--- config.mk ---
export PLATFORM = sky130hd
export DESIGN_NAME = port_sgdma_top
export DESIGN_NICKNAME = d
export VERILOG_FILES = /design/src/common/sgdma_pkg.sv /design/src/free_list/free_ptr_fifo.sv /design/src/free_list/free_list_init.sv /design/src/hdl/cell_store_fsm.sv /design/src/hdl/refill_requester.sv /design/src/hdl/port_sgdma_top.sv
export SDC_FILE = /design/constraint.sdc
export NUM_CORES = 2
export LEC_CHECK = 0
export CORE_AREA = 3 3 581 583
export CTS_CLUSTER_SIZE = 16
export DETAILED_ROUTE_END_ITERATION = 8
export DIE_AREA = 0 0 584 586
export DONT_BUFFER_PORTS = 1
export PLACE_DENSITY_LB_ADDON = 0.2
export SETUP_SLACK_MARGIN = 0.4
export SYNTH_ARGS = -nofsm -noshare
export SYNTH_HDL_FRONTEND = slang
export SYNTH_SLANG_ARGS = --single-unit
--- constraint.sdc ---
create_clock -name i_clk -period 11.39 [get_ports i_clk]
set_input_delay 0 -clock i_clk [delete_from_list [all_inputs] [get_ports i_clk]]
set_output_delay 0 -clock i_clk [all_outputs]
set_load 0.02 [all_outputs]
--- src/common/sgdma_pkg.sv ---
package sgdma_pkg;

    ////////////////////
    // widths
    ////////////////////

    // FIFO and memory word
    localparam int DATA_W = 32;
    // sram cell address, bits 15:12 pick the sram
    localparam int ADDR_W = 16;
    // words per packet, header included
    localparam int CNT_W = 7;
    localparam int PORT_W = 4;
    localparam int DISP_W = 30;
    // whatever the dispatch word has left after address and count
    localparam int QOS_W = DISP_W - ADDR_W - CNT_W;

    ////////////////////
    // header layout
    ////////////////////

    // byte length field
    localparam int LEN_LSB = 7;
    localparam int LEN_MSB = 17;
    localparam int LEN_W = LEN_MSB - LEN_LSB + 1;
    // one data word carries one cell
    localparam int CELL_BYTES = 16;

    ////////////////////
    // free list
    ////////////////////

    localparam int FL_DEPTH = 128;
    localparam int FL_PTR_W = $clog2(FL_DEPTH);
    // one slot stays unused so init never fills the FIFO
    localparam int FL_INIT_CNT = 127;

    ////////////////////
    // types
    ////////////////////

    typedef logic [DATA_W-1:0] data_t;
    typedef logic [ADDR_W-1:0] addr_t;
    typedef logic [CNT_W-1:0] cell_cnt_t;
    typedef logic [PORT_W-1:0] port_id_t;

    // crossbar scheduling word, head address first
    typedef struct packed {
        addr_t            first_addr;
        cell_cnt_t        cells;
        logic [QOS_W-1:0] qos;
    } dispatch_t;

    // packet store FSM
    typedef enum logic [2:0] {
        ST_IDLE,
        ST_REQ,
        ST_HEAD,
        ST_BODY,
        ST_DONE
    } store_state_e;

    // free list refill request
    typedef enum logic [1:0] {
        RF_IDLE,
        RF_ISSUE,
        RF_WAIT
    } refill_state_e;

endpackage

--- src/free_list/free_ptr_fifo.sv ---
`timescale 1ns/1ps

module free_ptr_fifo (
    input  logic              i_clk,
    input  logic              i_rst_n,
    input  logic              i_push,
    input  sgdma_pkg::addr_t  i_push_addr,
    input  logic              i_pop,
    output sgdma_pkg::addr_t  o_head,
    output logic              o_full,
    output logic              o_empty
);

    sgdma_pkg::addr_t               mem [sgdma_pkg::FL_DEPTH];
    // depth is a power of two, pointers wrap on their own
    logic [sgdma_pkg::FL_PTR_W-1:0] wr_ptr_q;
    logic [sgdma_pkg::FL_PTR_W-1:0] rd_ptr_q;
    logic [sgdma_pkg::FL_PTR_W:0]   fill_q;
    logic                           do_push;
    logic                           do_pop;

    assign o_full  = (fill_q == (sgdma_pkg::FL_PTR_W + 1)'(sgdma_pkg::FL_DEPTH));
    assign o_empty = (fill_q == '0);
    // fall-through read
    assign o_head  = mem[rd_ptr_q];

    assign do_push = i_push && !o_full;
    assign do_pop  = i_pop && !o_empty;

    always_ff @(posedge i_clk) begin
        if (do_push) begin
            mem[wr_ptr_q] <= i_push_addr;
        end
    end

    always_ff @(posedge i_clk or negedge i_rst_n) begin
        if (!i_rst_n) begin
            wr_ptr_q <= '0;
            rd_ptr_q <= '0;
            fill_q   <= '0;
        end else begin
            if (do_push) begin
                wr_ptr_q <= wr_ptr_q + 1'b1;
            end
            if (do_pop) begin
                rd_ptr_q <= rd_ptr_q + 1'b1;
            end
            // push and pop together leave the fill alone
            case ({do_push, do_pop})
                2'b10:   fill_q <= fill_q + 1'b1;
                2'b01:   fill_q <= fill_q - 1'b1;
                default: fill_q <= fill_q;
            endcase
        end
    end

    a_no_underflow: assert property (@(posedge i_clk) disable iff (!i_rst_n)
        i_pop |-> !o_empty);

    a_no_overflow: assert property (@(posedge i_clk) disable iff (!i_rst_n)
        i_push |-> !o_full);

endmodule

--- src/free_list/free_list_init.sv ---
`timescale 1ns/1ps

module free_list_init #(
    parameter sgdma_pkg::port_id_t PORT_ID = '0
) (
    input  logic              i_clk,
    input  logic              i_rst_n,
    input  logic              i_locked,
    input  logic              i_fp_full,
    input  logic              i_fp_wr_en,
    input  sgdma_pkg::addr_t  i_fp_wr_dat,
    output logic              o_push,
    output sgdma_pkg::addr_t  o_push_addr
);

    // next index to hand out
    sgdma_pkg::cell_cnt_t cnt_q;
    logic                 done_q;
    sgdma_pkg::addr_t     init_addr;

    // sram number on top, index at the bottom, middle bits zero
    always_comb begin
        init_addr = '0;
        init_addr[sgdma_pkg::ADDR_W-1 -: sgdma_pkg::PORT_W] = PORT_ID;
        init_addr[sgdma_pkg::CNT_W-1:0] = cnt_q;
    end

    always_ff @(posedge i_clk or negedge i_rst_n) begin
        if (!i_rst_n) begin
            cnt_q  <= '0;
            done_q <= 1'b0;
            o_push <= 1'b0;
        end else if (done_q) begin
            // recycled pointers only from here on
            o_push <= i_fp_wr_en;
        end else if (!i_locked) begin
            // clock lost mid-init, start over
            cnt_q  <= '0;
            o_push <= 1'b0;
        end else if (!i_fp_full) begin
            o_push <= 1'b1;
            cnt_q  <= cnt_q + sgdma_pkg::cell_cnt_t'(1);
            if (cnt_q == sgdma_pkg::cell_cnt_t'(sgdma_pkg::FL_INIT_CNT - 1)) begin
                done_q <= 1'b1;
            end
        end else begin
            o_push <= 1'b0;
        end
    end

    always_ff @(posedge i_clk) begin
        o_push_addr <= done_q ? i_fp_wr_dat : init_addr;
    end

    // free FIFO must have room for every address in flight
    a_push_not_full: assert property (@(posedge i_clk) disable iff (!i_rst_n)
        o_push |-> !i_fp_full);

endmodule

--- src/hdl/cell_store_fsm.sv ---
`timescale 1ns/1ps

module cell_store_fsm (
    input  logic                  i_clk,
    input  logic                  i_rst_n,
    input  logic                  i_locked,
    input  sgdma_pkg::data_t      i_dat,
    input  logic                  i_empty,
    input  logic                  i_cb_full,
    input  logic                  i_mmu_wr_ready,
    input  sgdma_pkg::addr_t      i_fp_head,
    input  logic                  i_fp_empty,
    output logic                  o_rd_en,
    output logic                  o_fp_pop,
    output sgdma_pkg::dispatch_t  o_cb_din,
    output logic                  o_cb_wr_en,
    output logic                  o_mmu_wr_req,
    output logic                  o_mmu_wr_en,
    output sgdma_pkg::addr_t      o_mmu_wr_addr,
    output sgdma_pkg::data_t      o_mmu_wr_dat,
    output logic                  o_mmu_wr_done,
    output logic                  o_hdr_stored,
    output sgdma_pkg::cell_cnt_t  o_total_cells
);

    sgdma_pkg::store_state_e       state_q;
    sgdma_pkg::store_state_e       state_d;
    // data words still to store
    sgdma_pkg::cell_cnt_t          rem_q;
    logic                          req_q;
    logic [sgdma_pkg::LEN_W-1:0]   hdr_len;
    sgdma_pkg::cell_cnt_t          data_cells;
    logic                          src_ok;
    logic                          head_go;
    logic                          body_go;

    ////////////////////
    // header decode
    ////////////////////

    // only meaningful while i_dat holds the header
    assign hdr_len = i_dat[sgdma_pkg::LEN_MSB:sgdma_pkg::LEN_LSB];
    // a partial cell still takes a whole word
    assign data_cells = sgdma_pkg::cell_cnt_t'(
        (int'(hdr_len) + sgdma_pkg::CELL_BYTES - 1) / sgdma_pkg::CELL_BYTES);
    // header word counts too
    assign o_total_cells = data_cells + sgdma_pkg::cell_cnt_t'(1);

    ////////////////////
    // word movement
    ////////////////////

    // a word needs both a payload and an address
    assign src_ok  = !i_empty && !i_fp_empty;
    // head also waits for room in the crossbar
    assign head_go = (state_q == sgdma_pkg::ST_HEAD) && src_ok && !i_cb_full;
    assign body_go = (state_q == sgdma_pkg::ST_BODY) && src_ok;

    // FWFT on both sides so write and pop share the cycle
    assign o_mmu_wr_en   = head_go || body_go;
    assign o_rd_en       = o_mmu_wr_en;
    assign o_fp_pop      = o_mmu_wr_en;
    assign o_mmu_wr_addr = i_fp_head;
    assign o_mmu_wr_dat  = i_dat;
    assign o_mmu_wr_req  = req_q;
    assign o_mmu_wr_done = (state_q == sgdma_pkg::ST_DONE);
    assign o_hdr_stored  = head_go;
    assign o_cb_wr_en    = head_go;

    // dispatch built straight from the head word
    always_comb begin
        o_cb_din.first_addr = i_fp_head;
        o_cb_din.cells      = o_total_cells;
        o_cb_din.qos        = i_dat[sgdma_pkg::QOS_W-1:0];
    end

    always_comb begin
        state_d = state_q;
        case (state_q)
            sgdma_pkg::ST_IDLE: begin
                if (i_locked && src_ok) begin
                    state_d = sgdma_pkg::ST_REQ;
                end
            end
            sgdma_pkg::ST_REQ: begin
                if (i_mmu_wr_ready) begin
                    state_d = sgdma_pkg::ST_HEAD;
                end
            end
            sgdma_pkg::ST_HEAD: begin
                // header-only packet skips the body
                if (head_go) begin
                    state_d = (data_cells == '0) ? sgdma_pkg::ST_DONE : sgdma_pkg::ST_BODY;
                end
            end
            sgdma_pkg::ST_BODY: begin
                if (body_go && rem_q == sgdma_pkg::cell_cnt_t'(1)) begin
                    state_d = sgdma_pkg::ST_DONE;
                end
            end
            default: begin
                state_d = sgdma_pkg::ST_IDLE;
            end
        endcase
    end

    always_ff @(posedge i_clk or negedge i_rst_n) begin
        if (!i_rst_n) begin
            state_q <= sgdma_pkg::ST_IDLE;
            req_q   <= 1'b0;
            rem_q   <= '0;
        end else begin
            state_q <= state_d;
            // request rises with the packet and drops once ready is seen
            if (state_q == sgdma_pkg::ST_IDLE && state_d == sgdma_pkg::ST_REQ) begin
                req_q <= 1'b1;
            end else if (state_q == sgdma_pkg::ST_REQ && i_mmu_wr_ready) begin
                req_q <= 1'b0;
            end
            if (head_go) begin
                rem_q <= data_cells;
            end else if (body_go) begin
                rem_q <= rem_q - sgdma_pkg::cell_cnt_t'(1);
            end
        end
    end

    // the body is left on its last word and never sees a zero count
    a_body_has_words: assert property (@(posedge i_clk) disable iff (!i_rst_n)
        state_q == sgdma_pkg::ST_BODY |-> rem_q != '0);

    // memory writes only once the request has been answered
    a_no_req_in_write: assert property (@(posedge i_clk) disable iff (!i_rst_n)
        o_mmu_wr_en |-> !o_mmu_wr_req);

endmodule

--- src/hdl/refill_requester.sv ---
`timescale 1ns/1ps

module refill_requester (
    input  logic                  i_clk,
    input  logic                  i_rst_n,
    input  logic                  i_hdr_stored,
    input  sgdma_pkg::cell_cnt_t  i_total_cells,
    input  logic                  i_mmu_malloc_done,
    output logic                  o_aply_req,
    output sgdma_pkg::cell_cnt_t  o_length
);

    sgdma_pkg::refill_state_e state_q;
    sgdma_pkg::cell_cnt_t     length_q;

    assign o_aply_req = (state_q != sgdma_pkg::RF_IDLE);
    assign o_length   = length_q;

    always_ff @(posedge i_clk or negedge i_rst_n) begin
        if (!i_rst_n) begin
            state_q <= sgdma_pkg::RF_IDLE;
        end else begin
            case (state_q)
                sgdma_pkg::RF_IDLE: begin
                    if (i_hdr_stored) begin
                        state_q <= sgdma_pkg::RF_ISSUE;
                    end
                end
                // mmu cannot answer in the cycle it first sees the request
                sgdma_pkg::RF_ISSUE: begin
                    state_q <= sgdma_pkg::RF_WAIT;
                end
                sgdma_pkg::RF_WAIT: begin
                    if (i_mmu_malloc_done) begin
                        state_q <= sgdma_pkg::RF_IDLE;
                    end
                end
                default: begin
                    state_q <= sgdma_pkg::RF_IDLE;
                end
            endcase
        end
    end

    // word count taken with the header
    always_ff @(posedge i_clk) begin
        if (state_q == sgdma_pkg::RF_IDLE && i_hdr_stored) begin
            length_q <= i_total_cells;
        end
    end

    // a new header before malloc done would overwrite the pending count
    a_one_refill: assert property (@(posedge i_clk) disable iff (!i_rst_n)
        i_hdr_stored |-> !o_aply_req);

endmodule

--- src/hdl/port_sgdma_top.sv ---
`timescale 1ns/1ps

module port_sgdma_top #(
    parameter sgdma_pkg::port_id_t PORT_ID = '0
) (
    input  logic                  i_clk,
    input  logic                  i_rst_n,
    input  logic                  i_locked,
    // ingress FIFO, first word falls through
    input  sgdma_pkg::data_t      i_dat,
    input  logic                  i_empty,
    output logic                  o_rd_en,
    // crossbar
    output sgdma_pkg::dispatch_t  o_cb_din,
    output logic                  o_cb_wr_en,
    input  logic                  i_cb_full,
    // memory manager write side
    output logic                  o_mmu_wr_req,
    input  logic                  i_mmu_wr_ready,
    output logic                  o_mmu_wr_en,
    output sgdma_pkg::addr_t      o_mmu_wr_addr,
    output sgdma_pkg::data_t      o_mmu_wr_dat,
    output logic                  o_mmu_wr_done,
    // refill and recycling
    input  logic                  i_mmu_malloc_done,
    input  logic                  i_fp_wr_en,
    input  sgdma_pkg::addr_t      i_fp_wr_dat,
    output logic                  o_aply_req,
    output sgdma_pkg::cell_cnt_t  o_length
);

    // free list between init/recycle and the store FSM
    sgdma_pkg::addr_t     fp_head;
    logic                 fp_empty;
    logic                 fp_full;
    logic                 fp_pop;
    logic                 fp_push;
    sgdma_pkg::addr_t     fp_push_addr;
    // head stored, kicks off the refill request
    logic                 hdr_stored;
    sgdma_pkg::cell_cnt_t total_cells;

    cell_store_fsm cell_store_fsm_inst (
        .i_clk          (i_clk),
        .i_rst_n        (i_rst_n),
        .i_locked       (i_locked),
        .i_dat          (i_dat),
        .i_empty        (i_empty),
        .i_cb_full      (i_cb_full),
        .i_mmu_wr_ready (i_mmu_wr_ready),
        .i_fp_head      (fp_head),
        .i_fp_empty     (fp_empty),
        .o_rd_en        (o_rd_en),
        .o_fp_pop       (fp_pop),
        .o_cb_din       (o_cb_din),
        .o_cb_wr_en     (o_cb_wr_en),
        .o_mmu_wr_req   (o_mmu_wr_req),
        .o_mmu_wr_en    (o_mmu_wr_en),
        .o_mmu_wr_addr  (o_mmu_wr_addr),
        .o_mmu_wr_dat   (o_mmu_wr_dat),
        .o_mmu_wr_done  (o_mmu_wr_done),
        .o_hdr_stored   (hdr_stored),
        .o_total_cells  (total_cells)
    );

    refill_requester refill_requester_inst (
        .i_clk             (i_clk),
        .i_rst_n           (i_rst_n),
        .i_hdr_stored      (hdr_stored),
        .i_total_cells     (total_cells),
        .i_mmu_malloc_done (i_mmu_malloc_done),
        .o_aply_req        (o_aply_req),
        .o_length          (o_length)
    );

    free_list_init #(
        .PORT_ID (PORT_ID)
    ) free_list_init_inst (
        .i_clk       (i_clk),
        .i_rst_n     (i_rst_n),
        .i_locked    (i_locked),
        .i_fp_full   (fp_full),
        .i_fp_wr_en  (i_fp_wr_en),
        .i_fp_wr_dat (i_fp_wr_dat),
        .o_push      (fp_push),
        .o_push_addr (fp_push_addr)
    );

    free_ptr_fifo free_ptr_fifo_inst (
        .i_clk       (i_clk),
        .i_rst_n     (i_rst_n),
        .i_push      (fp_push),
        .i_push_addr (fp_push_addr),
        .i_pop       (fp_pop),
        .o_head      (fp_head),
        .o_full      (fp_full),
        .o_empty     (fp_empty)
    );

endmodule

==> qor.csv <==
metric,value,unit
p_int,14.87,mW
clk_pin_slew,0.06,ns
hpwlAfterDp,136.8,mm
path_max_fanout,83,
finalSetupViolations,0,
dp.cells,8298,
cts_setup_buffers,0,
grt_pass1_vias,41110,
clock.fmax,0.1699,GHz
setup_tns,0,ns
final_common_cell,edfxtp_1,
start_kind,register,
clkLatencyLatePin,0.90,ns
slew_headroom,5.937,%
required,11.39,ns
cp-end-kind,output pin,
synth.distinct_cells,64,
final_cell_mix,"edfxtp_1 (2055), mux4_2 (466), mux2i_1 (255)",
layout.cells.non_filler,8801,
cts_resized,0,
htree_levels,4,
io_pins,147,
fp.dieW,584,um
cts_buffers,229,
drive_gt1_share,26.86,%
clock-skew-final,0.09097,ns
rows,212,
yosys_warnings,0,
layout_min_cycle_time,5.886,ns
hold_path.class,input pin to output pin,
hold_violations,0,
crit_family,compound AO/OA/AOI/OAI gates,
crit_path_max_incr_delay,0.86,ns
drt_wl_total,235.3,mm
cellLeakagePower,30.49,nW
place.gp.congestion,0.7481,
grt_max_degree,103,
rsz0062_at_grt,no,
cp_slowest_cell,dfrtp_4,
grt.total_usage,13.53,%
synth_nets,4057,
syn_inst,3985,
cts_tree,built,
tightestPinTransition,1.411,ns
netlist.area_leader.share,74.33,%
drt_iter0_markers,3910,
num_vias,39880,
synthToLayoutAreaGrowth,16.84,%
drcViolationCount,0,
synth_area_leaders,"edfxtp_1 (74%), mux4_2 (13%), mux2i_1 (3.1%)",
pwr_density_cell,224.2,mW/mm^2
dr.pass1.iters,5,
overflow,0,
cp_cell_sequence,"buf_12, buf_4, mux4_2, nor2b_1, a211oi_1, a21oi_1, a2111oi_0, a32oi_1, buf_4",
via_per_inst,4.531,
worst-setup-path-type,register to output pin,
port_buffers,0,
cap_violations,0,
comb_power_share,25.0,%
status,"finished, final reports clean",
ys_ff_latch,2115,
cp.arrival,5.89,ns
vdd_drop_max,0.0002011,V
synth.cell_area,0.08302,sq mm
period_share,51.67,%
swShare,31.64,%
crit_top_cell,buf_4,
cts.sinks,2115,
synth_edf_count,2055,
avgSynthCellArea,20.83,sq um
report.final.slew_viol_count,0,
start_util,24.92,%
p_switching,6.881,mW
ys_async_sr_fraction,2.080,%
grt_first_pass_wirelength,330.6,mm
wl_per_cell,26.74,um
synth_area_leader_cell,edfxtp_1,
ys.flop_type,edfxtp_1,
ys_seq_area_share,76.04,%
path_buf_inv,3,
seqPwrFrac,41.8,%
cts_root_buffer,clkbuf_16,
clkPwrFrac,33.2,%
antenna_found_initial,21,
clock_path_buffers,4,
dieArea,0.3422,sq mm
core,0.3332,sq mm
die_y,586,um
ant_nets,0,
fin_nets,4292,
## synth_stat cells, drive strengths merged, types with 4 or more instances
cell type,instances
ha,15
dfrtp,44
a32oi,6
nor3,6
nor3b,4
nand2,94
buf,193
a311oi,5
a2111oi,8
o21ai,74
a211oi,22
nand4,4
nand2b,22
o22ai,35
or2,7
a21boi,16
edfxtp,2055
clkbuf,79
a221oi,6
mux4,466
a22oi,42
and3,9
xor2,16
and2,15
dfxtp,16
o211ai,10
nor2,167
nand3,21
inv,16
a2bb2oi,5
nor2b,38
a31oi,35
mux2,52
a21oi,78
mux2i,255
xnor2,16
## metrics by stage
stage	worst slack (ns)	util [%]	instance area, sq um	hold slack, ns	power [mW]
after floorplan	7.722	-	83020	-0.2956	12.71
after global placement	6.113	26.71	88980	-0.2912	14.81
after detailed placement	6.129	26.71	88990	-0.2914	14.82
after CTS	5.215	29.11	96980	0.0002364	22.14
after global routing	5.185	29.11	96990	0.00002337	22.66
final	5.504	29.12	97000	0.000008814	21.75
## state kept, by name, indices dropped and copies added (netlist names)
signal,count
cell_store_fsm_inst.o_mmu_wr_req,1
cell_store_fsm_inst.rem_q,7
cell_store_fsm_inst.state_q,3
free_list_init_inst.cnt_q,7
free_list_init_inst.done_q,1
free_list_init_inst.o_push,1
free_list_init_inst.o_push_addr,16
free_ptr_fifo_inst.fill_q,8
free_ptr_fifo_inst.mem,2048
free_ptr_fifo_inst.rd_ptr_q,7
free_ptr_fifo_inst.wr_ptr_q,7
refill_requester_inst.o_length,7
refill_requester_inst.state_q,2
## layout make-up
cell class | count | area, sq um
Fill cell | 32680 | 236200
Tap cell | 4387 | 5489
Multi-Input combinational cell | 1581 | 18650
Sequential cell | 2115 | 63210
Antenna cell | 9 | 22.52
Clock buffer | 277 | 5953
Clock inverter | 139 | 1222
Timing Repair Buffer | 276 | 2389
Inverter | 17 | 63.81
## power by group through the flow
stage	combinational (mW)	clock, mW	sequential [mW]
final	5.43	7.23	9.08
after global routing	5.80	7.74	9.12
after CTS	5.62	7.43	9.09
after detailed placement	5.56	0	9.26
after global placement	5.57	0	9.25
after floorplan	3.63	0	9.09
## logic make-up after synthesis
family | synth area share [%]
XOR/XNOR | 0.3376
AND/OR/NAND/NOR | 2.215
AO/OA/AOI/OAI | 2.779
adder cells (fa/ha/maj) | 0.2502
multiplexers | 16.42
buffers and inverters | 1.958
flip-flops | 76.04
## per-layer routing
| layer | share of wire (%) | track usage [%] | routed length (um) |
|---|---|---|---|
| met1 | 46 | 19.36 | 108300 |
| met2 | 47 | 21.74 | 111300 |
| met3 | 4.7 | 1.969 | 10950 |
| met4 | 2.0 | 3.038 | 4813 |
| met5 | 0.0055 | 0 | 13 |
## repair_timing
item	CTS	global route
endpoints found under the hold margin	103	0
setup endpoints to repair	0	0
hold buffers	78	0
## path summary, 6_finish.rpt
path,from,end,slack (ns),cells past startpoint
hold / removal,i_dat[18],o_mmu_wr_dat[18],0.000009,0
max in group asynchronous,i_rst_n,refill_requester_inst.state_q[0],10.54,4
setup reg to reg,cell_store_fsm_inst.state_q[2],free_ptr_fifo_inst.fill_q[7],6.85,10
setup / recovery,free_ptr_fifo_inst.rd_ptr_q[0],o_cb_din[22],5.50,9
hold reg to reg,cell_store_fsm_inst.state_q[2],cell_store_fsm_inst.state_q[1],0.49,1
min in group asynchronous,i_rst_n,free_ptr_fifo_inst.rd_ptr_q[5],0.48,4
Power figures use the tool's default switching activity.
